===== config.mk =====
export PLATFORM = sky130hd
export DESIGN_NAME = signal_host
export DESIGN_NICKNAME = d
export VERILOG_FILES = /design/src/design/sig_pkg.sv /design/src/design/mix_if.sv /design/src/design/pattern_lfsr.sv /design/src/design/mode_mixer.sv /design/src/design/fir_mac.sv /design/src/design/host_seq.sv /design/src/design/signal_host.sv
export SDC_FILE = /design/constraint.sdc
export NUM_CORES = 1
export LEC_CHECK = 0
export ABC_CLOCK_PERIOD_IN_PS = 11900
export BUFFER_PORTS_ARGS = -buffer_cell sky130_fd_sc_hd__buf_2
export CORE_MARGIN = 2
export CORE_UTILIZATION = 60
export CTS_BUF_LIST = sky130_fd_sc_hd__clkbuf_2
export CTS_CLUSTER_DIAMETER = 30
export DETAILED_ROUTE_END_ITERATION = 8
export PLACE_DENSITY = 0.8
export SETUP_SLACK_MARGIN = 0.02
export SYNTH_ARGS = -nofsm -noshare
export SYNTH_HDL_FRONTEND = slang
export SYNTH_SLANG_ARGS = --single-unit

===== constraint.sdc =====
create_clock -name clk -period 11.9 [get_ports clk]
set_input_delay 1.785 -clock clk [delete_from_list [all_inputs] [get_ports clk]]
set_output_delay 1.785 -clock clk [all_outputs]
set_load 0.02 [all_outputs]

===== src/design/sig_pkg.sv =====
// Signal host shared constants
// FIR tap count and coefficients, LFSR seed and taps, mixer mode codes
`default_nettype none

package sig_pkg;

    // FIR
    localparam int num_taps = 8;
    localparam logic [15:0] coeff_base = 16'h1234; // Tap k uses coeff_base + k

    // Pattern generator, reference word repeated three times
    localparam logic [191:0] pattern_seed = {
        64'h1234_5678_9ABC_DEF0,
        64'h1234_5678_9ABC_DEF0,
        64'h1234_5678_9ABC_DEF0
    };

    // Feedback bit positions
    localparam int fb_tap_hi  = 191;
    localparam int fb_tap_mid = 159;
    localparam int fb_tap_lo  = 127;

    // Mixer modes, numbered as on proc_mode
    localparam logic [1:0] mode_lowpass  = 2'd0;
    localparam logic [1:0] mode_highpass = 2'd1;
    localparam logic [1:0] mode_bandpass = 2'd2;
    localparam logic [1:0] mode_notch    = 2'd3;

endpackage

`default_nettype wire


===== src/design/mix_if.sv =====
// Mixer bus
// Five operand bytes and a mode in, one 16-bit result out
`timescale 1ns/1ps
`default_nettype none

interface mix_if;

    logic [7:0]  a;
    logic [7:0]  b;
    logic [7:0]  c;
    logic [7:0]  d;
    logic [7:0]  e;
    logic [1:0]  mode;
    logic [15:0] y;    // Combinational from operands and mode

    // Operand source
    modport pattern (output a, b, c, d, e);

    // Sequencer side
    modport ctrl (output mode, input y);

    // Arithmetic block
    modport mixer (input a, b, c, d, e, mode, output y);

endinterface

`default_nettype wire


===== src/design/pattern_lfsr.sv =====
// Pattern LFSR
// 192-bit shift register stepped once per accepted sample, feeds the mixer operands
`timescale 1ns/1ps
`default_nettype none

module pattern_lfsr (
    input  logic clk,
    input  logic rst,
    input  logic step,
    mix_if.pattern mix
);

    import sig_pkg::*;

    logic [191:0] state;
    logic         fb;

    // Three-tap feedback
    assign fb = state[fb_tap_hi] ^ state[fb_tap_mid] ^ state[fb_tap_lo];

    always_ff @(posedge clk or posedge rst) begin
        if (rst) begin
            state <= pattern_seed;
        end else if (step) begin
            state <= {state[190:0], fb}; // Shift left, feedback into bit 0
        end
    end

    // Operand bytes from the low middle of the state
    assign mix.a = state[55:48];
    assign mix.b = state[47:40];
    assign mix.c = state[39:32];
    assign mix.d = state[31:24];
    assign mix.e = state[23:16];

endmodule

`default_nettype wire


===== src/design/mode_mixer.sv =====
// Mode mixer
// Four-mode byte arithmetic, 16-bit wrapping result, purely combinational
`timescale 1ns/1ps
`default_nettype none

module mode_mixer (
    mix_if.mixer mix
);

    import sig_pkg::*;

    logic [15:0] wa;
    logic [15:0] wb;
    logic [15:0] wc;
    logic [15:0] wd;
    logic [15:0] we;
    logic [15:0] byte_sum;

    // Zero-extended operands so every result wraps at 16 bits
    assign wa = {8'h00, mix.a};
    assign wb = {8'h00, mix.b};
    assign wc = {8'h00, mix.c};
    assign wd = {8'h00, mix.d};
    assign we = {8'h00, mix.e};

    assign byte_sum = wa + wb + wc + wd + we;

    always_comb begin
        mix.y = 16'h0000;
        case (mix.mode)
            mode_lowpass: begin
                mix.y = wa * wb + wc;
            end
            mode_highpass: begin
                mix.y = (wc * wd) ^ {mix.e, mix.a};
            end
            mode_bandpass: begin
                mix.y = byte_sum << 4; // Upper bits drop out
            end
            mode_notch: begin
                mix.y = {mix.d, mix.e} - {mix.a, mix.b};
            end
            default: begin
                mix.y = 16'h0000;
            end
        endcase
    end

endmodule

`default_nettype wire


===== src/design/fir_mac.sv =====
// FIR multiply-accumulate
// 8-entry delay line with fixed coefficients, one tap product added per mac_step cycle
`timescale 1ns/1ps
`default_nettype none

module fir_mac (
    input  logic        clk,
    input  logic        rst,
    input  logic        load,
    input  logic        mac_step,
    input  logic [15:0] sample,
    output logic [31:0] acc
);

    import sig_pkg::*;

    logic [15:0] delay_line [0:num_taps-1];
    logic [2:0]  tap_idx;
    logic [15:0] coeff;
    logic [31:0] prod;

    // Coefficient ramp from the base value
    assign coeff = coeff_base + {13'd0, tap_idx};

    // Full 16x16 product
    assign prod = {16'h0000, delay_line[tap_idx]} * {16'h0000, coeff};

    // Newest sample at position 0
    always_ff @(posedge clk or posedge rst) begin
        if (rst) begin
            for (int i = 0; i < num_taps; i++) begin
                delay_line[i] <= 16'h0000;
            end
        end else if (load) begin
            delay_line[0] <= sample;
            for (int i = 1; i < num_taps; i++) begin
                delay_line[i] <= delay_line[i-1];
            end
        end
    end

    // Tap walk
    always_ff @(posedge clk or posedge rst) begin
        if (rst) begin
            tap_idx <= 3'd0;
        end else if (load) begin
            tap_idx <= 3'd0;
        end else if (mac_step) begin
            tap_idx <= tap_idx + 3'd1; // Wraps to 0 after tap 7
        end
    end

    // Accumulator, wraps at 32 bits
    always_ff @(posedge clk or posedge rst) begin
        if (rst) begin
            acc <= 32'h0000_0000;
        end else if (load) begin
            acc <= 32'h0000_0000;
        end else if (mac_step) begin
            acc <= acc + prod;
        end
    end

endmodule

`default_nettype wire


===== src/design/host_seq.sv =====
// Host sequencer
// Idle / accumulate / output control, drives the MAC and LFSR and registers the result
`timescale 1ns/1ps
`default_nettype none

module host_seq (
    input  logic        clk,
    input  logic        rst,
    input  logic        enable,
    input  logic [1:0]  proc_mode,
    input  logic [31:0] acc,
    output logic        load,
    output logic        mac_step,
    output logic        step,
    mix_if.ctrl         mix,
    output logic [15:0] signal_out,
    output logic        processing_done
);

    import sig_pkg::*;

    logic       acc_phase;  // Eight MAC cycles
    logic       out_phase;  // Result cycle
    logic       idle;
    logic [2:0] mac_cnt;

    assign idle = !acc_phase && !out_phase;

    // Accept only while idle
    assign load     = enable && idle;
    assign step     = load;
    assign mac_step = acc_phase;

    always_ff @(posedge clk or posedge rst) begin
        if (rst) begin
            acc_phase       <= 1'b0;
            out_phase       <= 1'b0;
            mac_cnt         <= 3'd0;
            mix.mode        <= mode_lowpass;
            signal_out      <= 16'h0000;
            processing_done <= 1'b0;
        end else begin
            processing_done <= 1'b0; // Single-cycle pulse
            if (load) begin
                acc_phase <= 1'b1;
                mac_cnt   <= 3'd0;
                mix.mode  <= proc_mode; // Held for the whole operation
            end else if (acc_phase) begin
                mac_cnt <= mac_cnt + 3'd1;
                if (mac_cnt == 3'(num_taps - 1)) begin
                    acc_phase <= 1'b0;
                    out_phase <= 1'b1;
                end
            end else if (out_phase) begin
                // Accumulator is final one cycle after the last MAC step
                signal_out      <= acc[15:0] ^ mix.y;
                processing_done <= 1'b1;
                out_phase       <= 1'b0;
            end
        end
    end

endmodule

`default_nettype wire


===== src/design/signal_host.sv =====
// Signal processing host top
// FIR filter result mixed with LFSR-driven arithmetic, one result per accepted sample
`timescale 1ns/1ps
`default_nettype none

module signal_host (
    input  logic        clk,
    input  logic        rst,
    input  logic [15:0] signal_in,
    input  logic [1:0]  proc_mode,
    input  logic        enable,
    output logic [15:0] signal_out,
    output logic        processing_done
);

    logic        load;
    logic        mac_step;
    logic        step;
    logic [31:0] acc;

    mix_if mix_i ();

    pattern_lfsr lfsr_i (
        .clk  (clk),
        .rst  (rst),
        .step (step),
        .mix  (mix_i.pattern)
    );

    mode_mixer mixer_i (
        .mix (mix_i.mixer)
    );

    fir_mac fir_i (
        .clk      (clk),
        .rst      (rst),
        .load     (load),
        .mac_step (mac_step),
        .sample   (signal_in),
        .acc      (acc)
    );

    host_seq seq_i (
        .clk             (clk),
        .rst             (rst),
        .enable          (enable),
        .proc_mode       (proc_mode),
        .acc             (acc),
        .load            (load),
        .mac_step        (mac_step),
        .step            (step),
        .mix             (mix_i.ctrl),
        .signal_out      (signal_out),
        .processing_done (processing_done)
    );

endmodule

`default_nettype wire


# Word level (Yosys, flattened, before mapping)
# Cells that the tools add are included.
[classes] n_mux=18 n_eq_ne=5 mul=3 n_lt_le_gt_ge=1 bitwise=7 addsub=10 n_reduce_logical=8
[op_table] operator="$mux W32" n=2
[op_table] operator="$pmux W16 S4" n=1
[op_table] operator="$bmux W16 S3" n=1
[op_table] operator="$add A12 B8 Y12" n=3
[op_table] operator="$add A32 B32 Y32" n=1
[op_table] operator="$mul A16 B16 Y32" n=1
[op_table] operator="$mul A8 B8 Y16" n=2
[op_table] operator="$mux W16" n=2
[op_table] operator="$xor A16 B16 Y16" n=2
[op_table] operator="$add A16 B8 Y16" n=1
[op_table] operator="$sub A16 B16 Y16" n=1
[op_table] operator="$add A13 B3 Y14 const A" n=1
[op_table] operator="$mux W3" n=4
[op_table] operator="$add A8 B8 Y9" n=1
[op_table] operator="$mux W1" n=8
[op_table] operator="$add A3 B1 Y3 const B" n=2
[op_table] operator="$eq A2 B2 Y1 const B" n=2
[op_table] operator="$ge A4 B4 Y1 const B" n=1
[op_table] operator="$not A3 Y4" n=1
[op_table] operator="$eq A3 B3 Y1 const B" n=1
[op_table] operator="$reduce_and A3 Y1" n=1
[op_table] operator="$eq A2 B1 Y1 const B" n=1
[op_table] operator="$logic_and A1 B1 Y1" n=2
[op_table] operator="$logic_not A1 Y1" n=2
[op_table] operator="other kinds (6)" n=8
[word_totals] output_inout_bits=17 word_cells=69 ff_bits=379 inputBits=21

# Longest topological paths before layout
# Gate-level depths: netlist (run 1).
[logic_depth] depth_word=8 ltp_mapped=28 mapped_depth_nobuf=25

# By module
# Synthesis (run 1) repeated with hierarchy kept, for this count alone.
[hier_totals] cells_unflattened=2428 hier_area_um2=27905.5
[by_module_without_submodules] mod="fir_mac" n_inst=1 cells_per_inst=1119 seq_area_each_um2=4078.9 area_per_inst_um2=12595.8
[by_module_without_submodules] mod="pattern_lfsr" n_inst=1 cells_per_inst=447 seq_area_each_um2=4924.7 area_per_inst_um2=7644.8
[by_module_without_submodules] mod="mode_mixer" n_inst=1 cells_per_inst=782 seq_area_each_um2=0.0 area_per_inst_um2=6501.2
[by_module_without_submodules] mod="host_seq" n_inst=1 cells_per_inst=80 seq_area_each_um2=600.6 area_per_inst_um2=1163.6

# Worst setup path before layout (run 1)
# OpenSTA, ideal clock, no wires.
[synth_timing] path_type="reg2reg" start="register fir_i.tap_idx[1]" end="register fir_i.acc[15]" setup_time_ns=0.138 arrival_time_ns=6.108 slack_ns=5.654 t_required_ns=11.762 path_stages_with_launch=29 period_less_slack_ns=6.246 n_path_buf=4 cell_sequence="dfrtp_1 -> buf_6 -> buf_4 -> buf_2 -> clkbuf_1 -> mux4_2 -> nand2_1 -> nand2_1 -> inv_1 -> fa_1 -> inv_1 -> fa_1 -> ha_1 -> inv_1 -> fa_1 -> inv_1 -> fa_1 -> inv_1 -> fa_1 -> inv_1 -> ha_1 -> and3_1 -> a21oi_1 -> o31ai_1 -> nor4_1 -> nor3_1 -> a31oi_1 -> xnor2_1 -> o22ai_1"
[synth_between] elab_chain_len=8 elab_cells_between_ends=9 classes_between="add/sub (2); mul (1); mux (5); bitwise (1)"
[synth_lines] element="start, declared" line_no="fir_mac.sv:18" rtl="logic [2:0] tap_idx;"
[synth_lines] element="start signal, assigned" line_no="fir_mac.sv:49" rtl="tap_idx <= tap_idx + 3'd1;"
[synth_lines] element="branches (longest 4 deep; another with $add A13 B3 Y14)"
[synth_lines] element="$mul A16 B16 Y32 *" line_no="fir_mac.sv:26" rtl="assign prod = {16'h0000, delay_line[tap_idx]} * {16'h0000, coeff};"
[synth_lines] element="$add A32 B32 Y32 *" line_no="fir_mac.sv:60" rtl="acc <= acc + prod;"
[synth_lines] element="$mux W32 *" line_no="fir_mac.sv:59" rtl="end else if (mac_step) begin"
[synth_lines] element="$mux W32 *" line_no="fir_mac.sv:57" rtl="end else if (load) begin"
[synth_lines] element="end signal, assigned" line_no="fir_mac.sv:60"
[synth_lines] element="end, declared" line_no="fir_mac.sv:12" rtl="output logic [31:0] acc"
# Mark *: on every way between the ends. The select of a mux whose other input is x is not followed.
# A chain may end at the register's enable or synchronous reset.

# Worst setup path in the final report (run 1)
[layout_timing] start="register fir_i.tap_idx[0]" end="register fir_i.acc[15]"
# Same word-level chain as after synthesis.

==> out/qor.yml, run 1 <==
run_status:
  status: "finished, final reports clean"
floorplanning:
  die_width_microns: 204
  die-height_microns: 204
  initial_core_util_pct: 60.7
  fp-row-count: 73
  fp.dieArea_sq_um: 41800
  core-area_sq_um: 39600
  ios: 38
sta:
  setup_viol: 0
  worst_pin_slew_ps: 1150
  final-hold-violation-count: 0
  min_period_over_period_pct: 59.7
  fin_skew_ps: 63.3
  slew_violations: 0
  max_freq_mhz: 141
  max_slew_margin_pct: 23.2
  tns_ps: 0
  rsz0062_at_grt: "false"
  period_needed_ps: 7100
critical_path:
  crit_fanout: 31
  crit_type: "flip-flop to flip-flop"
  endpoint_kind: "flip-flop"
  critPathLaunchType: "flip-flop"
  critPathRequiredTime_ps: 12820
  arrival_ps: 8020
placement:
  routabilityCongestion: 0.960
  dp.cells: 3144
  portBuffers: 37
  post-dp-hpwl_mm: 38.8
finish:
  drive_above_1_share_pct: 12.6
  fin_nets: 3057
  area_growth_pct: 5.95
  mostFrequentLayoutCell: "nand2_1"
  final_cell_mix: "nand2_1 (1038), inv_1 (278), dfrtp_1 (265)"
  fin_cells: 3329
grt:
  antenna_found_initial: 3
  grt_pass1_wl_mm: 91.7
  overflow: 0
  grt_pass1_vias: 18400
  grt_max_degree: 271
  gr-usage-all-layers_pct: 27.9
clock_tree:
  cts_tree: "done"
  root_buffer: "clkbuf_2"
  ctsHoldBuffers: 0
  numCtsBuffers: 100
  cts_setup_buffers: 0
  cts_sinks: 363
  clkSlewWorstSetupHoldPaths_ps: 100
  htreeDepth: 3
  clk_latency_ps: 1130
  clock_path_buffers: 3
  cts_resized: 0
detailed_routing:
  drtIter0Drc: 1353
  vias: 18100
  drc: 0
  drt-total-wl_mm: 54.8
  antenna_left: 0
  viasPerCell: 5.43
  wl_per_cell_microns: 16.5
  dr.pass1.iters: 5
yosys:
  synthesis.nets: 3032
  synthSimpleGateAreaFrac_pct: 20.3
  synth_top_family_by_area: "adder cells"
  synthArstFlopShare_pct: 100
  synth_cells: 2696
  synth_compound_area_share_pct: 6.35
  synth-seq-cells: 363
  yosys_warnings: 0
  synth.avg_cell_area_sq_um: 8.93
  yosys.area_share.adder_pct: 21.4
  muxShareOfSynthArea_pct: 3.73
  synth-xor-area-share_pct: 3.60
  syn_area_sq_um: 24100
  synth_ff_type: "dfrtp_1"
  ys_types: 65
  ys_seq_area_share_pct: 38.2
  synth_edf_count: 0
min_path:
  hold_class: "flip-flop to flip-flop"
flow_run:
  cap_viol_max_count: 0
==> final timing paths <==
path | from | end | slack, ps | cells after the start
max | fir_i.tap_idx[0] | fir_i.acc[15] | 4800 | 24
min | lfsr_i.state[73] | lfsr_i.state[74] | 420 | 2
max reg2reg | fir_i.tap_idx[0] | fir_i.acc[15] | 4800 | 24
min reg2reg | lfsr_i.state[73] | lfsr_i.state[74] | 420 | 2
max in group asynchronous | rst | fir_i.tap_idx[1] | 9400 | 3
min in group asynchronous | rst | lfsr_i.state[182] | 890 | 2
==> cell usage after synthesis, types with 2 or more instances <==
cell	number	area, sq um
a2111o_1	2	22.5
a2111oi_0	2	17.5
a211o_1	4	35.0
a211oi_1	13	97.6
a21o_1	19	143
a21oi_1	45	225
a221oi_1	2	17.5
a22o_1	2	17.5
a31o_2	3	26.3
a31oi_1	11	68.8
and2_1	31	194
and2b_1	2	15.0
and3_1	5	31.3
buf_1	5	18.8
buf_2	5	25.0
buf_4	2	15.0
buf_6	2	22.5
clkbuf_1	108	405
clkinv_1	3	11.3
dfrtp_1	267	6680
dfstp_2	96	2520
fa_1	160	3200
ha_1	155	1940
inv_1	279	1050
mux2i_1	6	60.1
mux4_1	7	184
mux4_2	29	653
nand2_1	1039	3900
nand2b_1	14	87.6
nand3_1	15	75.1
nand4_1	3	18.8
nor2_1	56	210
nor2b_1	29	181
nor3_1	17	85.1
nor4_1	2	12.5
o211ai_1	5	37.5
o21a_1	9	67.6
o21ai_0	95	475
o21bai_1	9	67.6
o22ai_1	9	56.3
o31ai_1	4	30.0
or3_1	7	43.8
xnor2_1	80	701
xor2_1	17	149
==> critical path: stages (launching register included) <==
cell and delay (ps):
dfrtp_2 720, buf_4 470, mux4_1 600, nand2_1 120, and2_0 400, nor2b_1 130, fa_1 520, inv_1 50
fa_1 350, inv_1 70, ha_1 220, ha_1 280, ha_1 270, inv_1 50, fa_1 530, inv_1 40
ha_1 320, o21a_1 150, a2111oi_1 600, o31ai_1 210, nor4_1 190, nor3_1 130, a31oi_1 240, xnor2_1 150
o22ai_1 90
==> per-stage QoR <==
| stage | setup WS, ps | hold WS, ps | utilization [%] | area (sq um) |
|---|---|---|---|---|
| after floorplan | 198 | 435 | - | 24100 |
| after global placement | 4960 | 439 | 61.9 | 24500 |
| after detailed placement | 4890 | 444 | 61.9 | 24500 |
| after CTS | 4850 | 439 | 64.3 | 25500 |
| after global routing | 4340 | 464 | 64.4 | 25500 |
| final | 4800 | 423 | 64.4 | 25500 |
==> final cells by class <==
type / instances / area [sq um]
well taps: 525 / 657
clock buffers: 156 / 781
flip-flops and latches: 363 / 9210
inverters: 282 / 1070
repair buffers: 45 / 270
clock inverters: 26 / 185
diodes: 3 / 7.51
fillers: 3279 / 14100
multi-input cells: 1929 / 13300
==> state kept, by name (all words and copies together), names as in the netlist <==
name,flops
seq_i.signal_out,16
seq_i.mac_step,1
lfsr_i.state,192
fir_i.tap_idx,3
seq_i.processing_done,1
fir_i.acc,16
seq_i.mac_cnt,3
seq_i.mix.mode,2
seq_i.out_phase,1
fir_i.delay_line,128
==> per-layer routing <==
layer / global-route usage [%] / wire length, microns / up-vias
met3: 5.68 / 3580 / 150
met5: 0 / 17 / -
met1: 38.6 / 24200 / 8806
met4: 12.1 / 2200 / 2
met2: 43.0 / 24900 / 553
li1: - / - / 8554
==> cell families (layout without fill, tap and decap cells) <==
kind of cell	after synthesis	in the layout
adder cells (fa/ha/maj)	315	315
other	1	4
multiplexers	42	42
XOR/XNOR	98	98
AO/OA/AOI/OAI	248	248
AND/OR/NAND/NOR	1225	1225
flip-flops	363	363
buffers and inverters	404	509
Power of run 1 is left out: the tool's default activity adds up to more than one toggle a clock period on the data nets, which glitch-free logic cannot reach.
==> run 2, diff against run 1 <==
--- a/config.mk
+++ b/config.mk
@@ -5,7 +5,8 @@
 export SDC_FILE = /design/constraint.sdc
 export NUM_CORES = 1
 export LEC_CHECK = 0
-export ABC_CLOCK_PERIOD_IN_PS = 11900
+export ABC_AREA = 1
+export ABC_CLOCK_PERIOD_IN_PS = 6150
 export BUFFER_PORTS_ARGS = -buffer_cell sky130_fd_sc_hd__buf_2
 export CORE_MARGIN = 2
 export CORE_UTILIZATION = 60
==> constraint.sdc (replaced) <==
create_clock -name clk -period 6.15 [get_ports clk]
set_input_delay 0.9225 -clock clk [delete_from_list [all_inputs] [get_ports clk]]
set_output_delay 0.9225 -clock clk [all_outputs]
set_load 0.02 [all_outputs]
==> run 2 against run 1 <==
Net effect: cell count rose by 13%; wire length rose by 7.0%; via count rose by 11%; setup slack got worse by 4400 ps; core utilization rose by 0.93 points; critical endpoint is now fir_i.acc[14]; largest cell class unchanged.
==> out/qor.yml, run 2 <==
yosys:
  synthArstFlopShare_pct: 100
  synthesis.nets: 3415
  yosys_warnings: 0
  synth_edf_count: 0
  synth-seq-cells: 363
  synth.avg_cell_area_sq_um: 8.03
  synth_cells: 3079
  post-synth-top-count-cell: "nand2_1"
  ys_seq_area_share_pct: 37.2
  synth_ff_type: "dfrtp_1"
  ys_types: 43
  syn_area_sq_um: 24700
  yosysTopAreaCell: "dfrtp_1"
  synthTopCellsByArea: "dfrtp_1 (27%), fa_1 (13%), nand2_1 (12%), dfstp_2 (10%), inv_1 (8.9%)"
  synth_top_area_share_pct: 27.0
  yosys-top-cells-count: "nand2_1 (790), inv_1 (586), o21ai_0 (434)"
finish:
  regMostFlops: "lfsr_i.state"
  fin_nets: 3467
  largest_reg_flops: 192
  fin_cells: 3750
  area_growth_pct: 7.57
  mostFrequentLayoutCell: "nand2_1"
  drive_above_1_share_pct: 12.3
  final_cell_mix: "nand2_1 (788), inv_1 (583), o21ai_0 (426)"
  reg_top3: "lfsr_i.state (192), fir_i.delay_line (128)"
floorplanning:
  die_width_microns: 207
  core-area_sq_um: 40700
  initial_core_util_pct: 60.7
  fp-row-count: 74
  die-height_microns: 207
  ios: 38
  fp.dieArea_sq_um: 42900
clock_tree:
  clock_path_buffers: 3
  cts_tree: "done"
  numCtsBuffers: 97
  htreeDepth: 3
  cts_sinks: 363
  clkSlewWorstSetupHoldPaths_ps: 110
  root_buffer: "clkbuf_2"
  clk_latency_ps: 1090
placement:
  dp.cells: 3545
  portBuffers: 37
  post-dp-hpwl_mm: 43.2
  routabilityCongestion: 0.974
critical_path:
  critPathMostFrequentCell: "nand2_1"
  rrSetupSlack_ps: 360
  crit_fanout: 7
  critPathLaunchType: "flip-flop"
  critPathRequiredTime_ps: 7140
  arrival_ps: 6780
  cp_slowest_stage_delay_ps: 540
  reg2reg_depth: 31
  crit_type: "flip-flop to flip-flop"
  endpoint_kind: "flip-flop"
  slowest_stage: "fa_1"
  r2r_end: "fir_i.acc[14]"
  regToRegStartpoint: "fir_i.tap_idx[0]"
sta:
  setup_viol: 0
  max_freq_mhz: 173
  final-hold-violation-count: 0
  min_period_over_period_pct: 94.2
  period_needed_ps: 5790
  worst_pin_slew_ps: 1140
  slew_violations: 0
  fin_skew_ps: 77.0
  max_slew_margin_pct: 24.0
  tns_ps: 0
grt:
  gr-usage-all-layers_pct: 28.3
  antenna_found_initial: 3
  grt_pass1_vias: 19700
  overflow: 0
  grt_max_degree: 146
  grt_pass1_wl_mm: 98.8
detailed_routing:
  wl_per_cell_microns: 15.6
  viasPerCell: 5.32
  dr.pass1.iters: 8
  drt-total-wl_mm: 58.7
  drtIter0Drc: 1712
  vias: 20000
  drc: 0
  antenna_left: 0
min_path:
  worstHoldStart: "signal_in[8]"
  hold_class: "input pin to flip-flop"
  whs_endpoint: "fir_i.delay_line[120]"
  hold_path_depth: 3
run_status:
  status: "finished, final reports clean"
flow_run:
  cap_viol_max_count: 0
==> run 2: cell count changes after synthesis, sizes merged, moves of 14 or more <==
cell    delta
nand4     +14
and2      -31
a21o      -18
nand2    -237
o21ai    +342
buf       +23
nand2b    -14
xnor2     -65
mux4      -36
inv      +316
a21oi     +52
nor2b     -29
nand3    +110
nor2      +34
==> run 2: worst max-delay path by stage <==
stage,end,cells past startpoint,startpoint
after floorplan,fir_i.acc[13],35,fir_i.tap_idx[1]
after global placement,fir_i.acc[14],26,fir_i.tap_idx[0]
after detailed placement,fir_i.acc[14],26,fir_i.tap_idx[0]
after CTS,fir_i.acc[14],29,fir_i.tap_idx[0]
after global routing,fir_i.acc[14],31,fir_i.tap_idx[0]
final,fir_i.acc[14],31,fir_i.tap_idx[0]
==> run 2: cell families (layout without fill, tap and decap cells) <==
family,after synthesis,after routing,share of synthesized area [%]
AO/OA/AOI/OAI,574,574,12.0
flip-flops,363,363,37.2
adder cells (fa/ha/maj),315,315,20.8
AND/OR/NAND/NOR,1056,1056,17.2
XOR/XNOR,37,37,1.31
buffers and inverters,733,867,11.5
other,1,6,0.0152
==> run 2: worst max-delay path, delay by kind of cell (launching register included) <==
family | cells | cell delay, ps
AND/OR/NAND/NOR | 11 | 960
flip-flops | 1 | 510
buffers and inverters | 8 | 750
adder cells (fa/ha/maj) | 7 | 3070
AO/OA/AOI/OAI | 5 | 460
==> run 2: layout make-up <==
| type | instances | area (sq um) |
|---|---|---|
| Sequential cell | 363 | 9210 |
| Multi-Input combinational cell | 1983 | 12800 |
| Timing Repair Buffer | 90 | 703 |
| Antenna cell | 5 | 12.5 |
| Clock inverter | 35 | 246 |
| Inverter | 596 | 2260 |
| Tap cell | 532 | 666 |
| Clock buffer | 146 | 731 |
| Fill cell | 3476 | 14100 |
==> run 2: repair_timing <==
action | CTS | global route
hold endpoints to repair | 24 | 0
gates resized for setup | 0 | 32
endpoints found under the setup margin | 0 | 7
setup buffers | 0 | 8
hold buffers | 9 | 0
==> run 2: metrics by stage <==
stage               utilization, %  cell area (sq um)  hold slack [ps]  worst slack, ps
floorplan                        -              24700              442              227
global placement              62.1              25300              462              190
detailed placement            62.1              25300              466             83.5
CTS                           64.7              26400             3.19             52.4
global route                  65.3              26600            -19.7            -3.64
finish                        65.3              26600             88.9              356
==> run 2: routing by layer <==
metal  wire, microns  track usage, %  vias up
li1                -               -     9708
met1           26000            38.7     9529
met2           27400            44.9      610
met3            3310            5.49      115
met4            1960            11.2        2
met5              13               0        -
Power of run 2 is left out for the same reason.
